**src/verilog/mcu_addr_pkg.sv**
```systemverilog
// Address map of the mini MCU
// region codes, register offsets and RAM geometry
`default_nettype none

package mcu_addr_pkg;

  // region code sits in address bits 31:28
  typedef logic [3:0] region_t;
  // register offset sits in address bits 3:2
  typedef logic [1:0] reg_off_t;

  localparam region_t REGION_RAM = 4'd0;
  localparam region_t REGION_AO = 4'd2;
  localparam region_t REGION_PERIPH = 4'd3;

  // two banks, bank chosen by address bit 11
  localparam int RAM_BYTES = 4096;
  localparam int RAM_BANK_WORDS = 512;

  // always-on registers
  localparam reg_off_t AO_SCRATCH = 2'd0;
  localparam reg_off_t AO_BOOT_SEL = 2'd1;
  localparam reg_off_t AO_EXIT = 2'd2;

  // gpio registers
  localparam reg_off_t GPIO_OUT = 2'd0;
  localparam reg_off_t GPIO_EN = 2'd1;
  localparam reg_off_t GPIO_IN = 2'd2;

endpackage

`default_nettype wire

```
**src/verilog/mcu_bus_pkg.sv**
```systemverilog
// Wishbone bus definitions for the mini MCU fabric
// widths, vector types and byte-select merging
`default_nettype none

package mcu_bus_pkg;

  localparam int ADDR_W = 32;
  localparam int DATA_W = 32;
  localparam int SEL_W = DATA_W / 8;

  typedef logic [ADDR_W-1:0] addr_t;
  typedef logic [DATA_W-1:0] data_t;
  typedef logic [SEL_W-1:0] sel_t;

  // apply a write under a byte-select mask
  function automatic data_t merge_bytes(data_t old_word, data_t new_word, sel_t sel);
    data_t merged;
    merged = old_word;
    for (int i = 0; i < SEL_W; i++) begin
      if (sel[i]) merged[8*i+:8] = new_word[8*i+:8];
    end
    return merged;
  endfunction

endpackage

`default_nettype wire
```
**src/verilog/wb_bus_if.sv**
```systemverilog
// Wishbone classic bus between fabric blocks
`default_nettype none

interface wb_bus_if;

  logic               cyc;
  logic               stb;
  logic               we;
  mcu_bus_pkg::addr_t adr;
  mcu_bus_pkg::data_t dat_w;
  mcu_bus_pkg::sel_t  sel;
  mcu_bus_pkg::data_t dat_r;
  logic               ack;
  logic               err;

  modport master(
    output cyc, stb, we, adr, dat_w, sel,
    input dat_r, ack, err
  );

  modport slave(
    input cyc, stb, we, adr, dat_w, sel,
    output dat_r, ack, err
  );

endinterface

`default_nettype wire

```
**src/verilog/gpio_peripheral.sv**
```systemverilog
// GPIO peripheral
// output and enable registers plus a two-flop input synchronizer
`default_nettype none

module gpio_peripheral (
  input  logic               clk_i,
  input  logic               reset_i,
  wb_bus_if.slave            bus,
  input  mcu_bus_pkg::data_t gpio_i,
  output mcu_bus_pkg::data_t gpio_o,
  output mcu_bus_pkg::data_t gpio_en_o
);

  mcu_addr_pkg::reg_off_t offset;
  mcu_bus_pkg::data_t gpio_meta_q;
  mcu_bus_pkg::data_t gpio_in_q;
  mcu_bus_pkg::data_t rdata_q;
  mcu_bus_pkg::data_t read_word;
  logic req;
  logic ack_q;

  assign offset = bus.adr[3:2];
  assign req = bus.cyc && bus.stb && !ack_q;

  // pins are asynchronous to the bus clock
  always_ff @(posedge clk_i) begin
    if (reset_i) begin
      gpio_meta_q <= '0;
      gpio_in_q <= '0;
    end else begin
      gpio_meta_q <= gpio_i;
      gpio_in_q <= gpio_meta_q;
    end
  end

  always_comb begin
    case (offset)
      mcu_addr_pkg::GPIO_OUT: read_word = gpio_o;
      mcu_addr_pkg::GPIO_EN:  read_word = gpio_en_o;
      mcu_addr_pkg::GPIO_IN:  read_word = gpio_in_q;
      default:                read_word = '0;
    endcase
  end

  always_ff @(posedge clk_i) begin
    if (reset_i) begin
      ack_q <= 1'b0;
      rdata_q <= '0;
      gpio_o <= '0;
      gpio_en_o <= '0;
    end else begin
      ack_q <= req;
      if (req) begin
        rdata_q <= read_word;
        if (bus.we && offset == mcu_addr_pkg::GPIO_OUT) begin
          gpio_o <= mcu_bus_pkg::merge_bytes(gpio_o, bus.dat_w, bus.sel);
        end
        if (bus.we && offset == mcu_addr_pkg::GPIO_EN) begin
          gpio_en_o <= mcu_bus_pkg::merge_bytes(gpio_en_o, bus.dat_w, bus.sel);
        end
      end
    end
  end

  assign bus.ack = ack_q;
  assign bus.dat_r = rdata_q;
  assign bus.err = 1'b0;

  a_rdata_known: assert property (@(posedge clk_i) disable iff (reset_i)
    bus.ack |-> !$isunknown(bus.dat_r));

endmodule

`default_nettype wire

```
**src/flat_wrapper.sv**
```systemverilog
// flat-port wrapper written by rule: the top's interface ports become plain ports
module gpio_peripheral_flat 
  (clk_i, reset_i, gpio_i, gpio_o, gpio_en_o, bus_cyc, bus_stb, bus_we, bus_adr, bus_dat_w, bus_sel, bus_dat_r, bus_ack, bus_err);
  wb_bus_if bus_i ();
  input  logic clk_i;
  input  logic reset_i;
  input  mcu_bus_pkg::data_t gpio_i;
  output mcu_bus_pkg::data_t gpio_o;
  output mcu_bus_pkg::data_t gpio_en_o;
  input wire logic [$bits(bus_i.cyc)-1:0] bus_cyc;
  input wire logic [$bits(bus_i.stb)-1:0] bus_stb;
  input wire logic [$bits(bus_i.we)-1:0] bus_we;
  input wire logic [$bits(bus_i.adr)-1:0] bus_adr;
  input wire logic [$bits(bus_i.dat_w)-1:0] bus_dat_w;
  input wire logic [$bits(bus_i.sel)-1:0] bus_sel;
  output wire logic [$bits(bus_i.dat_r)-1:0] bus_dat_r;
  output wire logic [$bits(bus_i.ack)-1:0] bus_ack;
  output wire logic [$bits(bus_i.err)-1:0] bus_err;
  assign bus_i.cyc = bus_cyc;
  assign bus_i.stb = bus_stb;
  assign bus_i.we = bus_we;
  assign bus_i.adr = bus_adr;
  assign bus_i.dat_w = bus_dat_w;
  assign bus_i.sel = bus_sel;
  assign bus_dat_r = bus_i.dat_r;
  assign bus_ack = bus_i.ack;
  assign bus_err = bus_i.err;
  gpio_peripheral u_core (.clk_i(clk_i), .reset_i(reset_i), .bus(bus_i), .gpio_i(gpio_i), .gpio_o(gpio_o), .gpio_en_o(gpio_en_o));
endmodule
```
**config.mk**
```make
export PLATFORM = sky130hd
export DESIGN_NAME = gpio_peripheral_flat
export DESIGN_NICKNAME = d
export VERILOG_FILES = /design/src/verilog/mcu_addr_pkg.sv /design/src/verilog/mcu_bus_pkg.sv /design/src/verilog/wb_bus_if.sv /design/src/verilog/gpio_peripheral.sv /design/src/flat_wrapper.sv
export SDC_FILE = /design/constraint.sdc
export NUM_CORES = 1
export LEC_CHECK = 0
export BUFFER_PORTS_ARGS = -buffer_cell sky130_fd_sc_hd__buf_2
export CAP_MARGIN = 20
export CORE_ASPECT_RATIO = 1.25
export CORE_MARGIN = 5
export CORE_UTILIZATION = 50
export CTS_CLUSTER_DIAMETER = 60
export CTS_CLUSTER_SIZE = 20
export DETAILED_ROUTE_END_ITERATION = 10
export PLACE_DENSITY_LB_ADDON = 0.12
export SLEW_MARGIN = 20
export SYNTH_ARGS = -nofsm -noshare
export SYNTH_HDL_FRONTEND = slang
export SYNTH_SLANG_ARGS = --single-unit
```
**constraint.sdc**
```tcl
create_clock -name clk_i -period 1.64 [get_ports clk_i]
set_clock_uncertainty 0.2 [all_clocks]
set_input_delay 0.328 -clock clk_i [delete_from_list [all_inputs] [get_ports clk_i]]
set_output_delay 0.328 -clock clk_i [all_outputs]
set_load 0.01 [all_outputs]
```
==> run_results.csv <==
group,metric,value,unit
run_status,status,"finished clean",
critical_path,worstPathArrival,1.71,ns
critical_path,critPathLaunchType,"flip-flop",
global_route,first_global_vias,4779,
pwr,ir_drop,0.660,mV
logic_synthesis,post-synth-top-count-cell,"dfxtp_1",
global_route,grt_pass1_wl,23100,microns
die,die-area,14700,sq um
placed_design,hpwlAfterDp,10300,microns
logic_synthesis,synth_top_area_share,52.0,%
logic_synthesis,yosysTopAreaCell,"dfxtp_1",
sta,setup_slack,0.0665,ns
logic_synthesis,syn_area,6200,sq um
logic_synthesis,synth_ff_type,"dfxtp_1",
die,design.core.area,12200,sq um
detailed_routing,final_antenna_net_count,0,
job,maxCapViolCount,0,
logic_synthesis,syn-num-nets,678,
cts,clock_sinks,161,
sta,setup-tns-final,0,ns
sta,max_freq,636,MHz
pwr,power,8600,uW
critical_path,cpMaxStageDelayCell,"and3b_2",
cells_and_area,antenna_cells,0,
placed_design,pre_cts_ws,-0.189,ns
logic_synthesis,yosys_register_bits,161,
detailed_routing,routed_via_density,4.89,
cells_and_area,drive_gt1_share,30.5,%
die,die_w,110,microns
cts,tritoncts,"done",
cts,clkLatencyLatePin,0.41,ns
logic_synthesis,synth-edff-count,0,
logic_synthesis,synth_area_leaders,"dfxtp_1, mux2i_1, nand2b_1",
cts,cts_max_level,4,
critical_path,rr_startpoint,"u_core.bus.ack",
cts,clk_pin_slew,0.06,ns
sta,hold_viol,0,
global_route,grt_max_degree,59,
sta,maxSlewViolCount,0,
detailed_routing,wire_per_inst,15.2,microns
min_path,min_path_type,"in2reg",
global_route,grt_overflow,0,
sta,whs,0.0170,ns
pwr,p_leak,0.00387,uW
placed_design,gp_congestion,0.751,
critical_path,end_kind,"flip-flop",
die,rows,45,
critical_path,crit_path_max_fanout,8,
logic_synthesis,synth-seq-area-share,52.0,%
logic_synthesis,syn_avg_cell_area,10.8,sq um
sta,min_period_over_period,95.9,%
logic_synthesis,netlist_top_cells_count,"dfxtp_1, mux2i_1, nand2b_1",
critical_path,cp-startpoint,"u_core.bus.ack",
critical_path,crit_chain,"and3b_2, buf_6, and3_4, buf_12, mux2i_1",
logic_synthesis,synth-async-reset-ratio,0,%
cts,clockBufferDepth,2,
logic_synthesis,ys_warn_count,0,
detailed_routing,post-route-drc-count,0,
critical_path,crit_buf_inv,2,
min_path,hold_start,"bus_dat_w[5]",
placed_design,portBuffers,171,
die,start_util,51.0,%
sta,rsz0062_at_grt,"true",
cts,clockRootBuffer,"clkbuf_16",
sta,min_period,1.57,ns
die,die_h,134,microns
detailed_routing,vias,4748,
cells_and_area,syn2layout_area_growth,36.2,%
die,ios,203,
sta,setup_viol,0,
critical_path,critPathTopFamily,"simple AND/OR/NAND/NOR gates",
critical_path,critical_path.max_stage_delay,0.34,ns
cells_and_area,final_nets,899,
detailed_routing,drt_iter0_markers,133,
critical_path,cp.required,1.77,ns
detailed_routing,routed_wl,14800,microns
global_route,antenna_found_initial,1,
global_route,track_usage,20.1,%
critical_path,critPathKind,"reg2reg",
detailed_routing,drt_pass1_iterations,6,
logic_synthesis,synth_cells,573,
cts,cts_buffers,17,
logic_synthesis,ys_types,17,
pwr,power-per-cell-area,1020,nW/um^2
layout by cell type, fill, tap and decap left out, types with 4 or more instances in the layout:
cell,instances
nor2_1,32
dfxtp_1,161
a2bb2oi_1,32
buf_2,170
clkbuf_16,17
buf_12,10
buf_4,18
nor2b_1,65
inv_6,4
dlygate4sd3_1,46
buf_6,4
clkinvlp_4,4
nand2b_1,96
a211oi_1,31
mux2i_1,96
layer usage:
| metal | wire (microns) | track usage [%] | vias up |
|---|---|---|---|
| met2 | 7520 | 35.0 | 144 |
| met1 | 6130 | 23.9 | 2192 |
| li1 | - | - | 2390 |
| met4 | 216 | 6.31 | 2 |
| met3 | 875 | 5.26 | 20 |
| met5 | 11 | 0 | - |
kinds of logic after synthesis:
logic type,Yosys count,share of synthesized area (%)
AO/OA/AOI/OAI,64,8.40
buffers and inverters,46,4.14
flip-flops,161,52.0
other,1,0.0605
AND/OR/NAND/NOR,205,19.9
multiplexers,96,15.5
area by class of cell:
class                      instances  area [sq um]
fill                             978          3710
sequential                       161          3220
multi-input combinational        366          2760
timing repair buffer             248          1690
clock buffer                      18           439
tap                              164           205
clock inverter                    14           130
registers in the layout, indices dropped and copies added (netlist names):
signal / count
u_core.bus.dat_r: 32
u_core.gpio_en_o: 32
u_core.gpio_in_q: 32
u_core.gpio_meta_q: 32
u_core.gpio_o: 32
u_core.bus.ack: 1
power by group:
group          total, uW  switching (uW)  internal (uW)  leakage (uW)
sequential          4100            51.1           4040       0.00132
clock               3750            1600           2150      0.000271
combinational        754             342            412       0.00228
final timing paths:
kind / end / slack, ns / depth (start not counted)
hold / removal: u_core.gpio_o[5] / 0.02 / 3
setup reg to reg: u_core.gpio_en_o[16] / 0.07 / 5
setup / recovery: u_core.gpio_en_o[16] / 0.07 / 5
hold reg to reg: u_core.gpio_in_q[23] / 0.24 / 1
timing repair:
action / 4_1_cts / 5_1_grt
gates resized for setup: 4 / 8
buffers inserted: 1 / 2
hold endpoints to repair: 52 / 0
endpoints found under the setup margin: 28 / 28
hold buffers: 46 / 0
pin swaps: 0 / 1
per-stage QoR:
stage          cell area (sq um)  cells  utilization [%]
2_1_floorplan               6200    573                -
3_3_place_gp                7350    890             60.4
3_5_place_dp                7350    890             60.4
4_1_cts                     8400    969             69.0
5_1_grt                     8450    971             69.5
6_report                    8450    971             69.5
worst min-delay path: cells and delay by family:
| family | cells | cell delay (ns) |
|---|---|---|
| buffers and inverters | 1 | 0.10 |
| AND/OR/NAND/NOR | 1 | 0.08 |
| multiplexers | 1 | 0.07 |
Power figures use the tool's default switching activity.
