<file path="src/verilog/mcu_addr_pkg.sv">
// Address map of the mini MCU
// region codes, register offsets and RAM geometry
`default_nettype none

package mcu_addr_pkg;

  // region code sits in address bits 31:28
  typedef logic [3:0] region_t;
  // register offset sits in address bits 3:2
  typedef logic [1:0] reg_off_t;

  localparam region_t REGION_RAM = 4'd0;
  localparam region_t REGION_AO = 4'd2;
  localparam region_t REGION_PERIPH = 4'd3;

  // two banks, bank chosen by address bit 11
  localparam int RAM_BYTES = 4096;
  localparam int RAM_BANK_WORDS = 512;

  // always-on registers
  localparam reg_off_t AO_SCRATCH = 2'd0;
  localparam reg_off_t AO_BOOT_SEL = 2'd1;
  localparam reg_off_t AO_EXIT = 2'd2;

  // gpio registers
  localparam reg_off_t GPIO_OUT = 2'd0;
  localparam reg_off_t GPIO_EN = 2'd1;
  localparam reg_off_t GPIO_IN = 2'd2;

endpackage

`default_nettype wire

</file>
<file path="src/verilog/mcu_bus_pkg.sv">
// Wishbone bus definitions for the mini MCU fabric
// widths, vector types and byte-select merging
`default_nettype none

package mcu_bus_pkg;

  localparam int ADDR_W = 32;
  localparam int DATA_W = 32;
  localparam int SEL_W = DATA_W / 8;

  typedef logic [ADDR_W-1:0] addr_t;
  typedef logic [DATA_W-1:0] data_t;
  typedef logic [SEL_W-1:0] sel_t;

  // apply a write under a byte-select mask
  function automatic data_t merge_bytes(data_t old_word, data_t new_word, sel_t sel);
    data_t merged;
    merged = old_word;
    for (int i = 0; i < SEL_W; i++) begin
      if (sel[i]) merged[8*i+:8] = new_word[8*i+:8];
    end
    return merged;
  endfunction

endpackage

`default_nettype wire
</file>
<file path="src/verilog/wb_bus_if.sv">
// Wishbone classic bus between fabric blocks
`default_nettype none

interface wb_bus_if;

  logic               cyc;
  logic               stb;
  logic               we;
  mcu_bus_pkg::addr_t adr;
  mcu_bus_pkg::data_t dat_w;
  mcu_bus_pkg::sel_t  sel;
  mcu_bus_pkg::data_t dat_r;
  logic               ack;
  logic               err;

  modport master(
    output cyc, stb, we, adr, dat_w, sel,
    input dat_r, ack, err
  );

  modport slave(
    input cyc, stb, we, adr, dat_w, sel,
    output dat_r, ack, err
  );

endinterface

`default_nettype wire

</file>
<file path="src/verilog/ao_peripheral_subsystem.sv">
// Always-on peripheral registers
// scratch word, boot select strap readback and program exit value
`default_nettype none

module ao_peripheral_subsystem (
  input  logic               clk_i,
  input  logic               reset_i,
  wb_bus_if.slave            bus,
  input  logic               boot_select_i,
  output mcu_bus_pkg::data_t exit_value_o,
  output logic               exit_valid_o
);

  mcu_addr_pkg::reg_off_t offset;
  mcu_bus_pkg::data_t scratch_q;
  mcu_bus_pkg::data_t rdata_q;
  mcu_bus_pkg::data_t read_word;
  logic req;
  logic wr_req;
  logic ack_q;

  assign offset = bus.adr[3:2];
  assign req = bus.cyc && bus.stb && !ack_q;
  assign wr_req = req && bus.we;

  always_comb begin
    case (offset)
      mcu_addr_pkg::AO_SCRATCH:  read_word = scratch_q;
      mcu_addr_pkg::AO_BOOT_SEL: read_word = {{(mcu_bus_pkg::DATA_W-1){1'b0}}, boot_select_i};
      mcu_addr_pkg::AO_EXIT:     read_word = exit_value_o;
      default:                   read_word = '0;
    endcase
  end

  always_ff @(posedge clk_i) begin
    if (reset_i) begin
      ack_q <= 1'b0;
      rdata_q <= '0;
      scratch_q <= '0;
      exit_value_o <= '0;
      exit_valid_o <= 1'b0;
    end else begin
      ack_q <= req;
      if (req) begin
        rdata_q <= read_word;
      end
      if (wr_req) begin
        // boot select and the spare offset ignore writes
        case (offset)
          mcu_addr_pkg::AO_SCRATCH: begin
            scratch_q <= mcu_bus_pkg::merge_bytes(scratch_q, bus.dat_w, bus.sel);
          end
          mcu_addr_pkg::AO_EXIT: begin
            exit_value_o <= mcu_bus_pkg::merge_bytes(exit_value_o, bus.dat_w, bus.sel);
            exit_valid_o <= 1'b1;
          end
          default: ;
        endcase
      end
    end
  end

  assign bus.ack = ack_q;
  assign bus.dat_r = rdata_q;
  assign bus.err = 1'b0;

  a_exit_valid_on_write: assert property (@(posedge clk_i) disable iff (reset_i)
    $rose(exit_valid_o) |-> $past(wr_req && offset == mcu_addr_pkg::AO_EXIT));

endmodule

`default_nettype wire

</file>
<file path="src/flat_wrapper.sv">
// flat-port wrapper written by rule: the top's interface ports become plain ports
module ao_peripheral_subsystem_flat 
  (clk_i, reset_i, boot_select_i, exit_value_o, exit_valid_o, bus_cyc, bus_stb, bus_we, bus_adr, bus_dat_w, bus_sel, bus_dat_r, bus_ack, bus_err);
  wb_bus_if bus_i ();
  input  logic clk_i;
  input  logic reset_i;
  input  logic boot_select_i;
  output mcu_bus_pkg::data_t exit_value_o;
  output logic exit_valid_o;
  input wire logic [$bits(bus_i.cyc)-1:0] bus_cyc;
  input wire logic [$bits(bus_i.stb)-1:0] bus_stb;
  input wire logic [$bits(bus_i.we)-1:0] bus_we;
  input wire logic [$bits(bus_i.adr)-1:0] bus_adr;
  input wire logic [$bits(bus_i.dat_w)-1:0] bus_dat_w;
  input wire logic [$bits(bus_i.sel)-1:0] bus_sel;
  output wire logic [$bits(bus_i.dat_r)-1:0] bus_dat_r;
  output wire logic [$bits(bus_i.ack)-1:0] bus_ack;
  output wire logic [$bits(bus_i.err)-1:0] bus_err;
  assign bus_i.cyc = bus_cyc;
  assign bus_i.stb = bus_stb;
  assign bus_i.we = bus_we;
  assign bus_i.adr = bus_adr;
  assign bus_i.dat_w = bus_dat_w;
  assign bus_i.sel = bus_sel;
  assign bus_dat_r = bus_i.dat_r;
  assign bus_ack = bus_i.ack;
  assign bus_err = bus_i.err;
  ao_peripheral_subsystem u_core (.clk_i(clk_i), .reset_i(reset_i), .bus(bus_i), .boot_select_i(boot_select_i), .exit_value_o(exit_value_o), .exit_valid_o(exit_valid_o));
endmodule
</file>
<file path="config.mk">
export PLATFORM = sky130hd
export DESIGN_NAME = ao_peripheral_subsystem_flat
export DESIGN_NICKNAME = d
export VERILOG_FILES = /design/src/verilog/mcu_addr_pkg.sv /design/src/verilog/mcu_bus_pkg.sv /design/src/verilog/wb_bus_if.sv /design/src/verilog/ao_peripheral_subsystem.sv /design/src/flat_wrapper.sv
export SDC_FILE = /design/constraint.sdc
export NUM_CORES = 1
export LEC_CHECK = 0
export BUFFER_PORTS_ARGS = -buffer_cell sky130_fd_sc_hd__buf_2
export CAP_MARGIN = 30
export CORE_MARGIN = 5
export CORE_UTILIZATION = 45
export CTS_CLUSTER_DIAMETER = 50
export DETAILED_ROUTE_END_ITERATION = 16
export PLACE_DENSITY = 0.75
export REMOVE_ABC_BUFFERS = 1
export SLEW_MARGIN = 20
export SYNTH_ARGS = -nofsm -noshare
export SYNTH_HDL_FRONTEND = slang
export SYNTH_SLANG_ARGS = --single-unit
</file>
<file path="constraint.sdc">
create_clock -name clk_i -period 1.1 [get_ports clk_i]
set_input_delay 0.22 -clock clk_i [delete_from_list [all_inputs] [get_ports clk_i]]
set_output_delay 0.22 -clock clk_i [all_outputs]
set_load 0.02 [all_outputs]
</file>
==> impl_metrics.csv <==
group,metric,value,unit
run_status,status,"finished with violations",
run_status,violations,"setup timing",
finish,drive_gt1_frac,0.471,
setup_path,worst_setup_path_end_kind,"flip-flop",
timing,hold_viol,0,
hold_path,hp-class,"primary input to flip-flop",
synthesis,synthCells,387,
hold_path,hold_depth,3,
timing,timing.final.ws_setup,-291,ps
timing,fmax,719,MHz
clock_tree,clockBufferDepth,2,
detailed_routing,via_per_inst,5.15,
global_route,grt_pass1_wl,16.3,mm
setup_path,path_max_fanout,24,
timing,finalClockSkew,14.5,ps
floorplan,initial_core_util,0.460,
clock_tree,cts.clk_slew.worst_paths,100,ps
setup_path,reg2reg_from,"u_core.bus.ack",
timing,slew_viol_final,0,
clock_tree,cts_hold_buffers,0,
finish,area_growth,36.0,%
floorplan,die_w,107,um
detailed_routing,dr.pass1.iters,4,
synthesis,synth-main-ff-cell,"dfxtp_1",
run,cap_violations,0,
timing,finalCritPeriodShare,1.26,
floorplan,die_y,107,um
synthesis,synth_edf_count,0,
floorplan,core_area,0.00920,sq mm
detailed_routing,ant_nets,0,
global_route,grt_max_degree,52,
setup_path,critPathLaunchType,"flip-flop",
synthesis,yosys_warnings,0,
clock_tree,cts_tree,"done",
clock_tree,cts_buffers,9,
detailed_routing,drcViolationCount,0,
synthesis,synth.distinct_cells,33,
setup_path,r2r_cells,6,
global_route,antenna_found_initial,0,
timing,min_period,1390,ps
synthesis,syn-mean-instance-area,10.9,sq um
power,ir_worst_vdd,0.000533,V
place,placed_area,0.00509,sq mm
global_route,grt_pass1_vias,3303,
floorplan,rows,35,
clock_tree,clk_latency,360,ps
setup_path,crit_slowest_cell,"dfxtp_2",
hold_path,hold_path_end,"u_core.scratch_q[13]",
global_route,gr-total-overflow,0,
power,powerDensity,1110,mW/mm^2
detailed_routing,routed_wl,10.3,mm
detailed_routing,drtIter0Drc,106,
setup_path,max_stage_delay,350,ps
place,hpwlAfterDp,7.07,mm
finish,fillers,754,
place,gp_congestion,0.770,
setup_path,cp_common_cell,"buf_12",
clock_tree,numClockSinks,98,
synthesis,ys_seq_area_frac,0.464,
global_route,track_usage,0.177,
synthesis,syn_area,0.00423,sq mm
timing,setup_viol,97,
hold_path,min-delay-start,"bus_dat_w[13]",
setup_path,ff2ff_setup_slack,-290,ps
setup_path,path_cells,"and3b_2, buf_12, buf_16, nor2_4, buf_12, o2bb2ai_1",
floorplan,pin_count,141,
power,leakagePower,2.47,nW
finish,multi_input_area,0.00212,sq mm
detailed_routing,wl_per_cell,16.2,um
setup_path,arrival,1660,ps
place,port_buffers,109,
setup_path,critPathRequiredTime,1370,ps
floorplan,die_area,0.0114,sq mm
finish,finalNetCount,589,
clock_tree,root_buffer,"clkbuf_8",
synthesis,async_reset_ff_frac,0,
timing,finalSetupTns,-22020,ps
detailed_routing,vias,3254,
finish,design_area,0.00575,sq mm
setup_path,r2r_end,"u_core.bus.dat_r[7]",
setup_path,crit_type,"flip-flop to flip-flop",
timing,rsz0062_at_grt,"true",
finish,register_area,0.00203,sq mm
synthesis,synth_seq_cells,98,
clock_tree,cts-htree-levels,3,
==> metrics by stage <==
stage | hold WS (ps) | setup WS, ps | util | total power [mW] | instances
after detailed placement | 441 | -292 | 0.554 | 4.26 | 603
after global routing | 124 | -347 | 0.625 | 6.64 | 631
after CTS | 105 | -270 | 0.597 | 6.40 | 621
after global placement | 439 | -243 | 0.554 | 4.25 | 603
final | 130 | -291 | 0.625 | 6.37 | 632
after floorplan | 289 | -1160 | - | 3.89 | 354
==> sequential cells by signal (all words and copies together) (netlist names) <==
| signal | count |
|---|---|
| u_core.scratch_q | 32 |
| u_core.bus.dat_r | 32 |
| u_core.bus.ack | 1 |
| u_core.exit_value_o | 32 |
| u_core.exit_valid_o | 1 |
==> power by group <==
group | switching (mW) | leakage, nW | internal [mW] | total (mW)
sequential | 0.0144 | 0.818 | 3.57 | 3.58
clock | 1.23 | 0.0883 | 0.884 | 2.12
combinational | 0.329 | 1.56 | 0.345 | 0.674
==> critical path, delay by kind of cell, from the launching register on <==
kind / cells / cell delay [ps]
buffers and inverters: 3 / 470
flip-flops: 1 / 350
AND/OR/NAND/NOR: 2 / 360
AO/OA/AOI/OAI: 1 / 140
==> layout make-up <==
class | instances | area share
diodes | 1 | 0.000435
clock buffers | 10 | 0.0239
inverters | 1 | 0.000653
repair buffers | 150 | 0.221
clock inverters | 6 | 0.00740
flip-flops and latches | 98 | 0.353
well taps | 111 | 0.0241
multi-input cells | 255 | 0.369
==> worst max path at each step <==
stage	depth (start not counted)	start	end	slack (ps)
floorplan	3	u_core.bus.ack	u_core.bus.dat_r[10]	-1160
global placement	5	u_core.bus.ack	u_core.scratch_q[19]	-240
detailed placement	5	u_core.bus.ack	u_core.scratch_q[17]	-290
CTS	5	u_core.bus.ack	u_core.scratch_q[19]	-270
global route	4	u_core.bus.ack	u_core.exit_value_o[30]	-350
finish	6	u_core.bus.ack	u_core.bus.dat_r[7]	-290
==> cells by family after synthesis <==
kind of cell | count (synthesis) | share of synthesized area
AND/OR/NAND/NOR | 117 | 0.186
flip-flops | 98 | 0.464
multiplexers | 88 | 0.209
AO/OA/AOI/OAI | 49 | 0.0912
buffers and inverters | 34 | 0.0494
other | 1 | 0.000887
==> synth_stat cells (2+ instances only) <==
cell type | number | area share
a21oi_1 | 8 | 0.0095
and4_1 | 2 | 0.0041
buf_2 | 12 | 0.014
buf_4 | 3 | 0.0053
buf_6 | 6 | 0.016
clkbuf_1 | 11 | 0.0098
dfxtp_1 | 98 | 0.46
mux2i_1 | 87 | 0.21
nand2b_1 | 88 | 0.13
nand4_1 | 9 | 0.013
nand4_4 | 2 | 0.010
nor2_1 | 4 | 0.0036
o21ai_0 | 8 | 0.0095
o2bb2ai_1 | 28 | 0.058
o2bb2ai_2 | 3 | 0.011
==> timing repair <==
action,CTS,global route
pin swaps,4,21
setup buffers,2,9
endpoints found under the setup margin,146,141
gates resized for setup,90,60
gates cloned,1,1
==> cells in the final DEF, fill, tap and decap left out, drive strengths merged, types with 5 or more instances in the layout <==
| cell | count |
|---|---|
| mux2i | 87 |
| nand2b | 88 |
| o21ai | 8 |
| clkbuf | 11 |
| o2bb2ai | 31 |
| nor2 | 5 |
| buf | 149 |
| nand4 | 12 |
| a21oi | 8 |
| dfxtp | 98 |
==> per-layer routing <==
layer | vias to the layer above | global-route usage | wire length, um
met5 | - | 0 | 0
met4 | 0 | 0.0603 | 96
met3 | 6 | 0.0295 | 535
met2 | 89 | 0.299 | 5150
met1 | 1542 | 0.230 | 4480
li1 | 1617 | - | -
No activity file was read; power rests on OpenSTA's default activity.
