[config.mk]
export PLATFORM = sky130hd
export DESIGN_NAME = system_bus_flat
export DESIGN_NICKNAME = d
export VERILOG_FILES = /design/src/verilog/mcu_addr_pkg.sv /design/src/verilog/mcu_bus_pkg.sv /design/src/verilog/wb_bus_if.sv /design/src/verilog/system_bus.sv /design/src/flat_wrapper.sv
export SDC_FILE = /design/constraint.sdc
export NUM_CORES = 1
export LEC_CHECK = 0
export CAP_MARGIN = 15
export CORE_AREA = 2 2 165 167
export DETAILED_ROUTE_END_ITERATION = 10
export DIE_AREA = 0 0 167 169
export DONT_BUFFER_PORTS = 1
export GPL_TIMING_DRIVEN = 0
export HOLD_SLACK_MARGIN = 0.03
export SLEW_MARGIN = 20
export SYNTH_ARGS = -nofsm -noshare
export SYNTH_HDL_FRONTEND = slang
export SYNTH_SLANG_ARGS = --single-unit
[constraint.sdc]
create_clock -name clk_i -period 1.1 [get_ports clk_i]
set_input_delay 0.055 -clock clk_i [delete_from_list [all_inputs] [get_ports clk_i]]
set_output_delay 0.055 -clock clk_i [all_outputs]
set_load 0.02 [all_outputs]
[src/verilog/mcu_addr_pkg.sv]
// Address map of the mini MCU
// region codes, register offsets and RAM geometry
`default_nettype none

package mcu_addr_pkg;

  // region code sits in address bits 31:28
  typedef logic [3:0] region_t;
  // register offset sits in address bits 3:2
  typedef logic [1:0] reg_off_t;

  localparam region_t REGION_RAM = 4'd0;
  localparam region_t REGION_AO = 4'd2;
  localparam region_t REGION_PERIPH = 4'd3;

  // two banks, bank chosen by address bit 11
  localparam int RAM_BYTES = 4096;
  localparam int RAM_BANK_WORDS = 512;

  // always-on registers
  localparam reg_off_t AO_SCRATCH = 2'd0;
  localparam reg_off_t AO_BOOT_SEL = 2'd1;
  localparam reg_off_t AO_EXIT = 2'd2;

  // gpio registers
  localparam reg_off_t GPIO_OUT = 2'd0;
  localparam reg_off_t GPIO_EN = 2'd1;
  localparam reg_off_t GPIO_IN = 2'd2;

endpackage

`default_nettype wire

[src/verilog/mcu_bus_pkg.sv]
// Wishbone bus definitions for the mini MCU fabric
// widths, vector types and byte-select merging
`default_nettype none

package mcu_bus_pkg;

  localparam int ADDR_W = 32;
  localparam int DATA_W = 32;
  localparam int SEL_W = DATA_W / 8;

  typedef logic [ADDR_W-1:0] addr_t;
  typedef logic [DATA_W-1:0] data_t;
  typedef logic [SEL_W-1:0] sel_t;

  // apply a write under a byte-select mask
  function automatic data_t merge_bytes(data_t old_word, data_t new_word, sel_t sel);
    data_t merged;
    merged = old_word;
    for (int i = 0; i < SEL_W; i++) begin
      if (sel[i]) merged[8*i+:8] = new_word[8*i+:8];
    end
    return merged;
  endfunction

endpackage

`default_nettype wire
[src/verilog/wb_bus_if.sv]
// Wishbone classic bus between fabric blocks
`default_nettype none

interface wb_bus_if;

  logic               cyc;
  logic               stb;
  logic               we;
  mcu_bus_pkg::addr_t adr;
  mcu_bus_pkg::data_t dat_w;
  mcu_bus_pkg::sel_t  sel;
  mcu_bus_pkg::data_t dat_r;
  logic               ack;
  logic               err;

  modport master(
    output cyc, stb, we, adr, dat_w, sel,
    input dat_r, ack, err
  );

  modport slave(
    input cyc, stb, we, adr, dat_w, sel,
    output dat_r, ack, err
  );

endinterface

`default_nettype wire

[src/verilog/system_bus.sv]
// System bus for the single Wishbone master
// decodes the region, steers stb, muxes responses, errors on unmapped space
`default_nettype none

module system_bus (
  input logic      clk_i,
  input logic      reset_i,
  wb_bus_if.slave  host,
  wb_bus_if.master ram_o,
  wb_bus_if.master ao_o,
  wb_bus_if.master periph_o
);

  mcu_addr_pkg::region_t region;
  logic sel_ram;
  logic sel_ao;
  logic sel_periph;
  logic unmapped;
  logic err_q;

  assign region = host.adr[31:28];
  assign sel_ram = (region == mcu_addr_pkg::REGION_RAM);
  assign sel_ao = (region == mcu_addr_pkg::REGION_AO);
  assign sel_periph = (region == mcu_addr_pkg::REGION_PERIPH);
  assign unmapped = !(sel_ram || sel_ao || sel_periph);

  // only stb is steered, everything else fans out
  assign ram_o.cyc = host.cyc;
  assign ram_o.stb = host.stb && sel_ram;
  assign ram_o.we = host.we;
  assign ram_o.adr = host.adr;
  assign ram_o.dat_w = host.dat_w;
  assign ram_o.sel = host.sel;

  assign ao_o.cyc = host.cyc;
  assign ao_o.stb = host.stb && sel_ao;
  assign ao_o.we = host.we;
  assign ao_o.adr = host.adr;
  assign ao_o.dat_w = host.dat_w;
  assign ao_o.sel = host.sel;

  assign periph_o.cyc = host.cyc;
  assign periph_o.stb = host.stb && sel_periph;
  assign periph_o.we = host.we;
  assign periph_o.adr = host.adr;
  assign periph_o.dat_w = host.dat_w;
  assign periph_o.sel = host.sel;

  // address is held until the response, so the live decode picks it
  always_comb begin
    host.dat_r = '0;
    host.ack = 1'b0;
    host.err = err_q;
    if (sel_ram) begin
      host.dat_r = ram_o.dat_r;
      host.ack = ram_o.ack;
      host.err = err_q || ram_o.err;
    end else if (sel_ao) begin
      host.dat_r = ao_o.dat_r;
      host.ack = ao_o.ack;
      host.err = err_q || ao_o.err;
    end else if (sel_periph) begin
      host.dat_r = periph_o.dat_r;
      host.ack = periph_o.ack;
      host.err = err_q || periph_o.err;
    end
  end

  // one-cycle error pulse for unmapped regions
  always_ff @(posedge clk_i) begin
    if (reset_i) begin
      err_q <= 1'b0;
    end else begin
      err_q <= host.cyc && host.stb && unmapped && !err_q;
    end
  end

  a_ack_err_exclusive: assert property (@(posedge clk_i) disable iff (reset_i)
    !(err_q && (ram_o.ack || ao_o.ack || periph_o.ack)));

endmodule

`default_nettype wire

[src/flat_wrapper.sv]
// flat-port wrapper written by rule: the top's interface ports become plain ports
module system_bus_flat 
  (clk_i, reset_i, host_cyc, host_stb, host_we, host_adr, host_dat_w, host_sel, host_dat_r, host_ack, host_err, ram_o_cyc, ram_o_stb, ram_o_we, ram_o_adr, ram_o_dat_w, ram_o_sel, ram_o_dat_r, ram_o_ack, ram_o_err, ao_o_cyc, ao_o_stb, ao_o_we, ao_o_adr, ao_o_dat_w, ao_o_sel, ao_o_dat_r, ao_o_ack, ao_o_err, periph_o_cyc, periph_o_stb, periph_o_we, periph_o_adr, periph_o_dat_w, periph_o_sel, periph_o_dat_r, periph_o_ack, periph_o_err);
  wb_bus_if host_i ();
  wb_bus_if ram_o_i ();
  wb_bus_if ao_o_i ();
  wb_bus_if periph_o_i ();
  input logic clk_i;
  input logic reset_i;
  input wire logic [$bits(host_i.cyc)-1:0] host_cyc;
  input wire logic [$bits(host_i.stb)-1:0] host_stb;
  input wire logic [$bits(host_i.we)-1:0] host_we;
  input wire logic [$bits(host_i.adr)-1:0] host_adr;
  input wire logic [$bits(host_i.dat_w)-1:0] host_dat_w;
  input wire logic [$bits(host_i.sel)-1:0] host_sel;
  output wire logic [$bits(host_i.dat_r)-1:0] host_dat_r;
  output wire logic [$bits(host_i.ack)-1:0] host_ack;
  output wire logic [$bits(host_i.err)-1:0] host_err;
  output wire logic [$bits(ram_o_i.cyc)-1:0] ram_o_cyc;
  output wire logic [$bits(ram_o_i.stb)-1:0] ram_o_stb;
  output wire logic [$bits(ram_o_i.we)-1:0] ram_o_we;
  output wire logic [$bits(ram_o_i.adr)-1:0] ram_o_adr;
  output wire logic [$bits(ram_o_i.dat_w)-1:0] ram_o_dat_w;
  output wire logic [$bits(ram_o_i.sel)-1:0] ram_o_sel;
  input wire logic [$bits(ram_o_i.dat_r)-1:0] ram_o_dat_r;
  input wire logic [$bits(ram_o_i.ack)-1:0] ram_o_ack;
  input wire logic [$bits(ram_o_i.err)-1:0] ram_o_err;
  output wire logic [$bits(ao_o_i.cyc)-1:0] ao_o_cyc;
  output wire logic [$bits(ao_o_i.stb)-1:0] ao_o_stb;
  output wire logic [$bits(ao_o_i.we)-1:0] ao_o_we;
  output wire logic [$bits(ao_o_i.adr)-1:0] ao_o_adr;
  output wire logic [$bits(ao_o_i.dat_w)-1:0] ao_o_dat_w;
  output wire logic [$bits(ao_o_i.sel)-1:0] ao_o_sel;
  input wire logic [$bits(ao_o_i.dat_r)-1:0] ao_o_dat_r;
  input wire logic [$bits(ao_o_i.ack)-1:0] ao_o_ack;
  input wire logic [$bits(ao_o_i.err)-1:0] ao_o_err;
  output wire logic [$bits(periph_o_i.cyc)-1:0] periph_o_cyc;
  output wire logic [$bits(periph_o_i.stb)-1:0] periph_o_stb;
  output wire logic [$bits(periph_o_i.we)-1:0] periph_o_we;
  output wire logic [$bits(periph_o_i.adr)-1:0] periph_o_adr;
  output wire logic [$bits(periph_o_i.dat_w)-1:0] periph_o_dat_w;
  output wire logic [$bits(periph_o_i.sel)-1:0] periph_o_sel;
  input wire logic [$bits(periph_o_i.dat_r)-1:0] periph_o_dat_r;
  input wire logic [$bits(periph_o_i.ack)-1:0] periph_o_ack;
  input wire logic [$bits(periph_o_i.err)-1:0] periph_o_err;
  assign host_i.cyc = host_cyc;
  assign host_i.stb = host_stb;
  assign host_i.we = host_we;
  assign host_i.adr = host_adr;
  assign host_i.dat_w = host_dat_w;
  assign host_i.sel = host_sel;
  assign host_dat_r = host_i.dat_r;
  assign host_ack = host_i.ack;
  assign host_err = host_i.err;
  assign ram_o_cyc = ram_o_i.cyc;
  assign ram_o_stb = ram_o_i.stb;
  assign ram_o_we = ram_o_i.we;
  assign ram_o_adr = ram_o_i.adr;
  assign ram_o_dat_w = ram_o_i.dat_w;
  assign ram_o_sel = ram_o_i.sel;
  assign ram_o_i.dat_r = ram_o_dat_r;
  assign ram_o_i.ack = ram_o_ack;
  assign ram_o_i.err = ram_o_err;
  assign ao_o_cyc = ao_o_i.cyc;
  assign ao_o_stb = ao_o_i.stb;
  assign ao_o_we = ao_o_i.we;
  assign ao_o_adr = ao_o_i.adr;
  assign ao_o_dat_w = ao_o_i.dat_w;
  assign ao_o_sel = ao_o_i.sel;
  assign ao_o_i.dat_r = ao_o_dat_r;
  assign ao_o_i.ack = ao_o_ack;
  assign ao_o_i.err = ao_o_err;
  assign periph_o_cyc = periph_o_i.cyc;
  assign periph_o_stb = periph_o_i.stb;
  assign periph_o_we = periph_o_i.we;
  assign periph_o_adr = periph_o_i.adr;
  assign periph_o_dat_w = periph_o_i.dat_w;
  assign periph_o_sel = periph_o_i.sel;
  assign periph_o_i.dat_r = periph_o_dat_r;
  assign periph_o_i.ack = periph_o_ack;
  assign periph_o_i.err = periph_o_err;
  system_bus u_core (.clk_i(clk_i), .reset_i(reset_i), .host(host_i), .ram_o(ram_o_i), .ao_o(ao_o_i), .periph_o(periph_o_i));
endmodule
==> impl_metrics.env <==
export IMPL_r2r_start="u_core.err_q"
export IMPL_yosys_warnings=0
export IMPL_core_area_um2=26500
export IMPL_p_clk_frac=0
export IMPL_setup_violations=32
export IMPL_ys_ff_latch=1
export IMPL_max_stage_delay_ps=530
export IMPL_violations="negative setup slack"
export IMPL_p_per_area_nw_per_um2=474
export IMPL_cp_end_kind="output port"
export IMPL_grt_pass1_vias=2038
export IMPL_top_register="u_core.err_q"
export IMPL_drtIter0Drc=69
export IMPL_p_seq_frac=0.024
export IMPL_layout_commonest_cell="buf_4"
export IMPL_path_buf_inv=2
export IMPL_largest_register_ffs=1
export IMPL_slew_viol_final=0
export IMPL_crit_family="simple AND/OR/NAND/NOR gates"
export IMPL_p_int_mw=0.683
export IMPL_dieWidth_um=167
export IMPL_yosysUniqueCellTypes=23
export IMPL_maxSlewHeadroom=0.697
export IMPL_reg_top3="u_core.err_q: 1 flops"
export IMPL_clk_pin_slew_worst_paths_ps=0
export IMPL_switchingPower_mw=0.944
export IMPL_ant_nets=0
export IMPL_hold_buffers=0
export IMPL_drive_gt1_frac=0.785
export IMPL_fin_tns_setup_ps=-1900
export IMPL_hold_end="u_core.err_q"
export IMPL_rsz0062_at_grt="yes"
export IMPL_r2r_end="u_core.err_q"
export IMPL_grt_pass1_wl_mm=13.7
export IMPL_antenna_found_initial=1
export IMPL_cp_start_kind="primary input"
export IMPL_viasPerCell=3.19
export IMPL_area_growth_pct=45.4
export IMPL_min_from="host_stb"
export IMPL_fin_hold_ws_ps=203
export IMPL_num_vias=2279
export IMPL_clkLatencyLatePin_ps=0
export IMPL_setup_slack_ps=-103
export IMPL_gp_congestion=0.816
export IMPL_min_path_cells=2
export IMPL_fin_crit_sh=1.09
export IMPL_dpl_hpwl_mm=9.46
export IMPL_dieArea_um2=28200
export IMPL_synth_avg_cell_area_um2=6.39
export IMPL_cp_slowest_cell="or4_4"
export IMPL_drc=0
export IMPL_critPathArrivalTime_ps=1150
export IMPL_worst_pin_slew_ps=456
export IMPL_yosys_area_top_type="buf_4"
export IMPL_hold_path_class="primary input to flip-flop"
export IMPL_wl_mm=11.3
export IMPL_swShare=0.580
export IMPL_ys_seq_area_frac=0.00847
export IMPL_leakage_nw=1.39
export IMPL_required_ps=1040
export IMPL_max_freq_mhz=832
export IMPL_cp_common_cell="buf_12"
export IMPL_pwr_share_comb=0.976
export IMPL_path_cells="or4_4 > buf_12 > buf_12 > nor2_4 > a21oi_4"
export IMPL_die_h_um=169
export IMPL_wl_per_cell_um=15.8
export IMPL_post_synth_top_area_fraction=0.670
export IMPL_port_buffers=0
export IMPL_skew_ps=0
export IMPL_final_nets=549
export IMPL_worstRegToRegCells=3
export IMPL_drv_cap=0
export IMPL_final_util=0.130
export IMPL_start_util=0.0892
export IMPL_floorplan_rows=60
export IMPL_dr_pass1_iters=4
export IMPL_synth_cells=370
export IMPL_period_minus_slack_ps=1200
export IMPL_grt_max_degree=12
export IMPL_reg2reg_slack_ps=410
export IMPL_outcome="finished with violations"
export IMPL_critPathMaxFanout=10
export IMPL_syn_nets=545
export IMPL_vdd_ir_drop_worst_uv=177
export IMPL_fillers=3029
export IMPL_synthTopCellsByArea="buf_4 67%, a21oi_1 7.0%, o21ai_0 6.1%, nand2_1 5.2%, nor2_1 4.6%"
export IMPL_synth_area_um2=2360
export IMPL_path_class="primary input to output port"
export IMPL_grt_overflow=0
export IMPL_mostFrequentLayoutCells="212 x buf_4, 33 x nand2_1, 29 x o21ai_0, 25 x nor2_4, 25 x a21oi_4"
export IMPL_pin_count=422
export IMPL_grt_usage=0.0660
export IMPL_hold_viol_final=0
## worst reg2reg max path, stage by stage (launching register included)
cell	delay, ps
dfxtp_1	300
nor2_1	100
nand3_1	80
nor3_1	120
## Yosys cell counts
master,count
clkbuf_1,6
and3_1,2
buf_4,211
nand3_1,1
clkbuf_2,1
buf_6,3
nand2_1,33
a21oi_1,33
or4_1,1
nor3_1,1
mux2i_1,1
o21ai_0,29
and2_1,1
a311o_1,1
inv_2,1
nor2_2,5
nor4_1,1
nor3_2,1
buf_2,3
nor2_1,29
and4bb_2,1
o21ai_1,4
dfxtp_1,1
## logic make-up (layout without fill, tap and decap cells)
family                 after synthesis  after routing  synth area share
AOI/OAI and AO/OA                   67             67             0.144
buffers and inverters              225            227             0.704
DFF                                  1              1           0.00847
muxes                                1              1           0.00424
other                                0              1                 0
and+or+nand+nor                     76             76             0.139
## area by class of cell
| cell class | instances | area (um2) | share of cell area |
|---|---|---|---|
| multi-input cells | 144 | 1190 | 0.346 |
| flip-flops and latches | 1 | 20.0 | 0.00583 |
| inverters | 1 | 3.75 | 0.00109 |
| repair buffers | 3 | 46.3 | 0.0135 |
| diodes | 1 | 2.50 | 0.000728 |
| plain buffers | 223 | 1750 | 0.509 |
| well taps | 341 | 427 | 0.124 |
## worst max path at each step
stage	to	slack, ps	from	depth (start not counted)
2_1_floorplan	host_dat_r[10]	5	host_adr[28]	5
3_3_place_gp	host_dat_r[14]	-730	host_adr[28]	4
3_5_place_dp	host_dat_r[14]	-770	host_adr[28]	4
4_1_cts	host_dat_r[10]	-100	host_adr[28]	5
5_1_grt	host_dat_r[11]	-120	host_adr[28]	5
6_report	host_dat_r[25]	-100	host_adr[28]	5
## power groups by stage
stage	clock, mW	sequential [mW]	combinational [mW]
floorplan	0	0.0391	1.35
CTS	0	0.0397	1.58
detailed placement	0	0.0398	1.48
global placement	0	0.0397	1.48
global route	0.000000122	0.0397	1.65
finish	0.000000122	0.0396	1.59
## metrics by stage
stage | instances | total power [mW] | instance area [um2] | setup slack [ps]
2_1_floorplan | 370 | 1.39 | 2450 | 5.46
3_3_place_gp | 711 | 1.52 | 2870 | -731
3_5_place_dp | 711 | 1.52 | 2870 | -772
4_1_cts | 713 | 1.62 | 3300 | -96.2
5_1_grt | 714 | 1.69 | 3440 | -117
6_report | 714 | 1.63 | 3440 | -103
## what timing repair did
action	in CTS	in global routing
resized for setup	88	29
pin swaps	5	3
buffers inserted	2	0
endpoints found under the setup margin	37	32
gates cloned	1	0
## metal layers
metal,share of wire,track usage
met3,0.096,0.0101
met5,0,0
met4,0.013,0.00900
met2,0.52,0.124
met1,0.37,0.0810
Power figures use the tool's default switching activity.
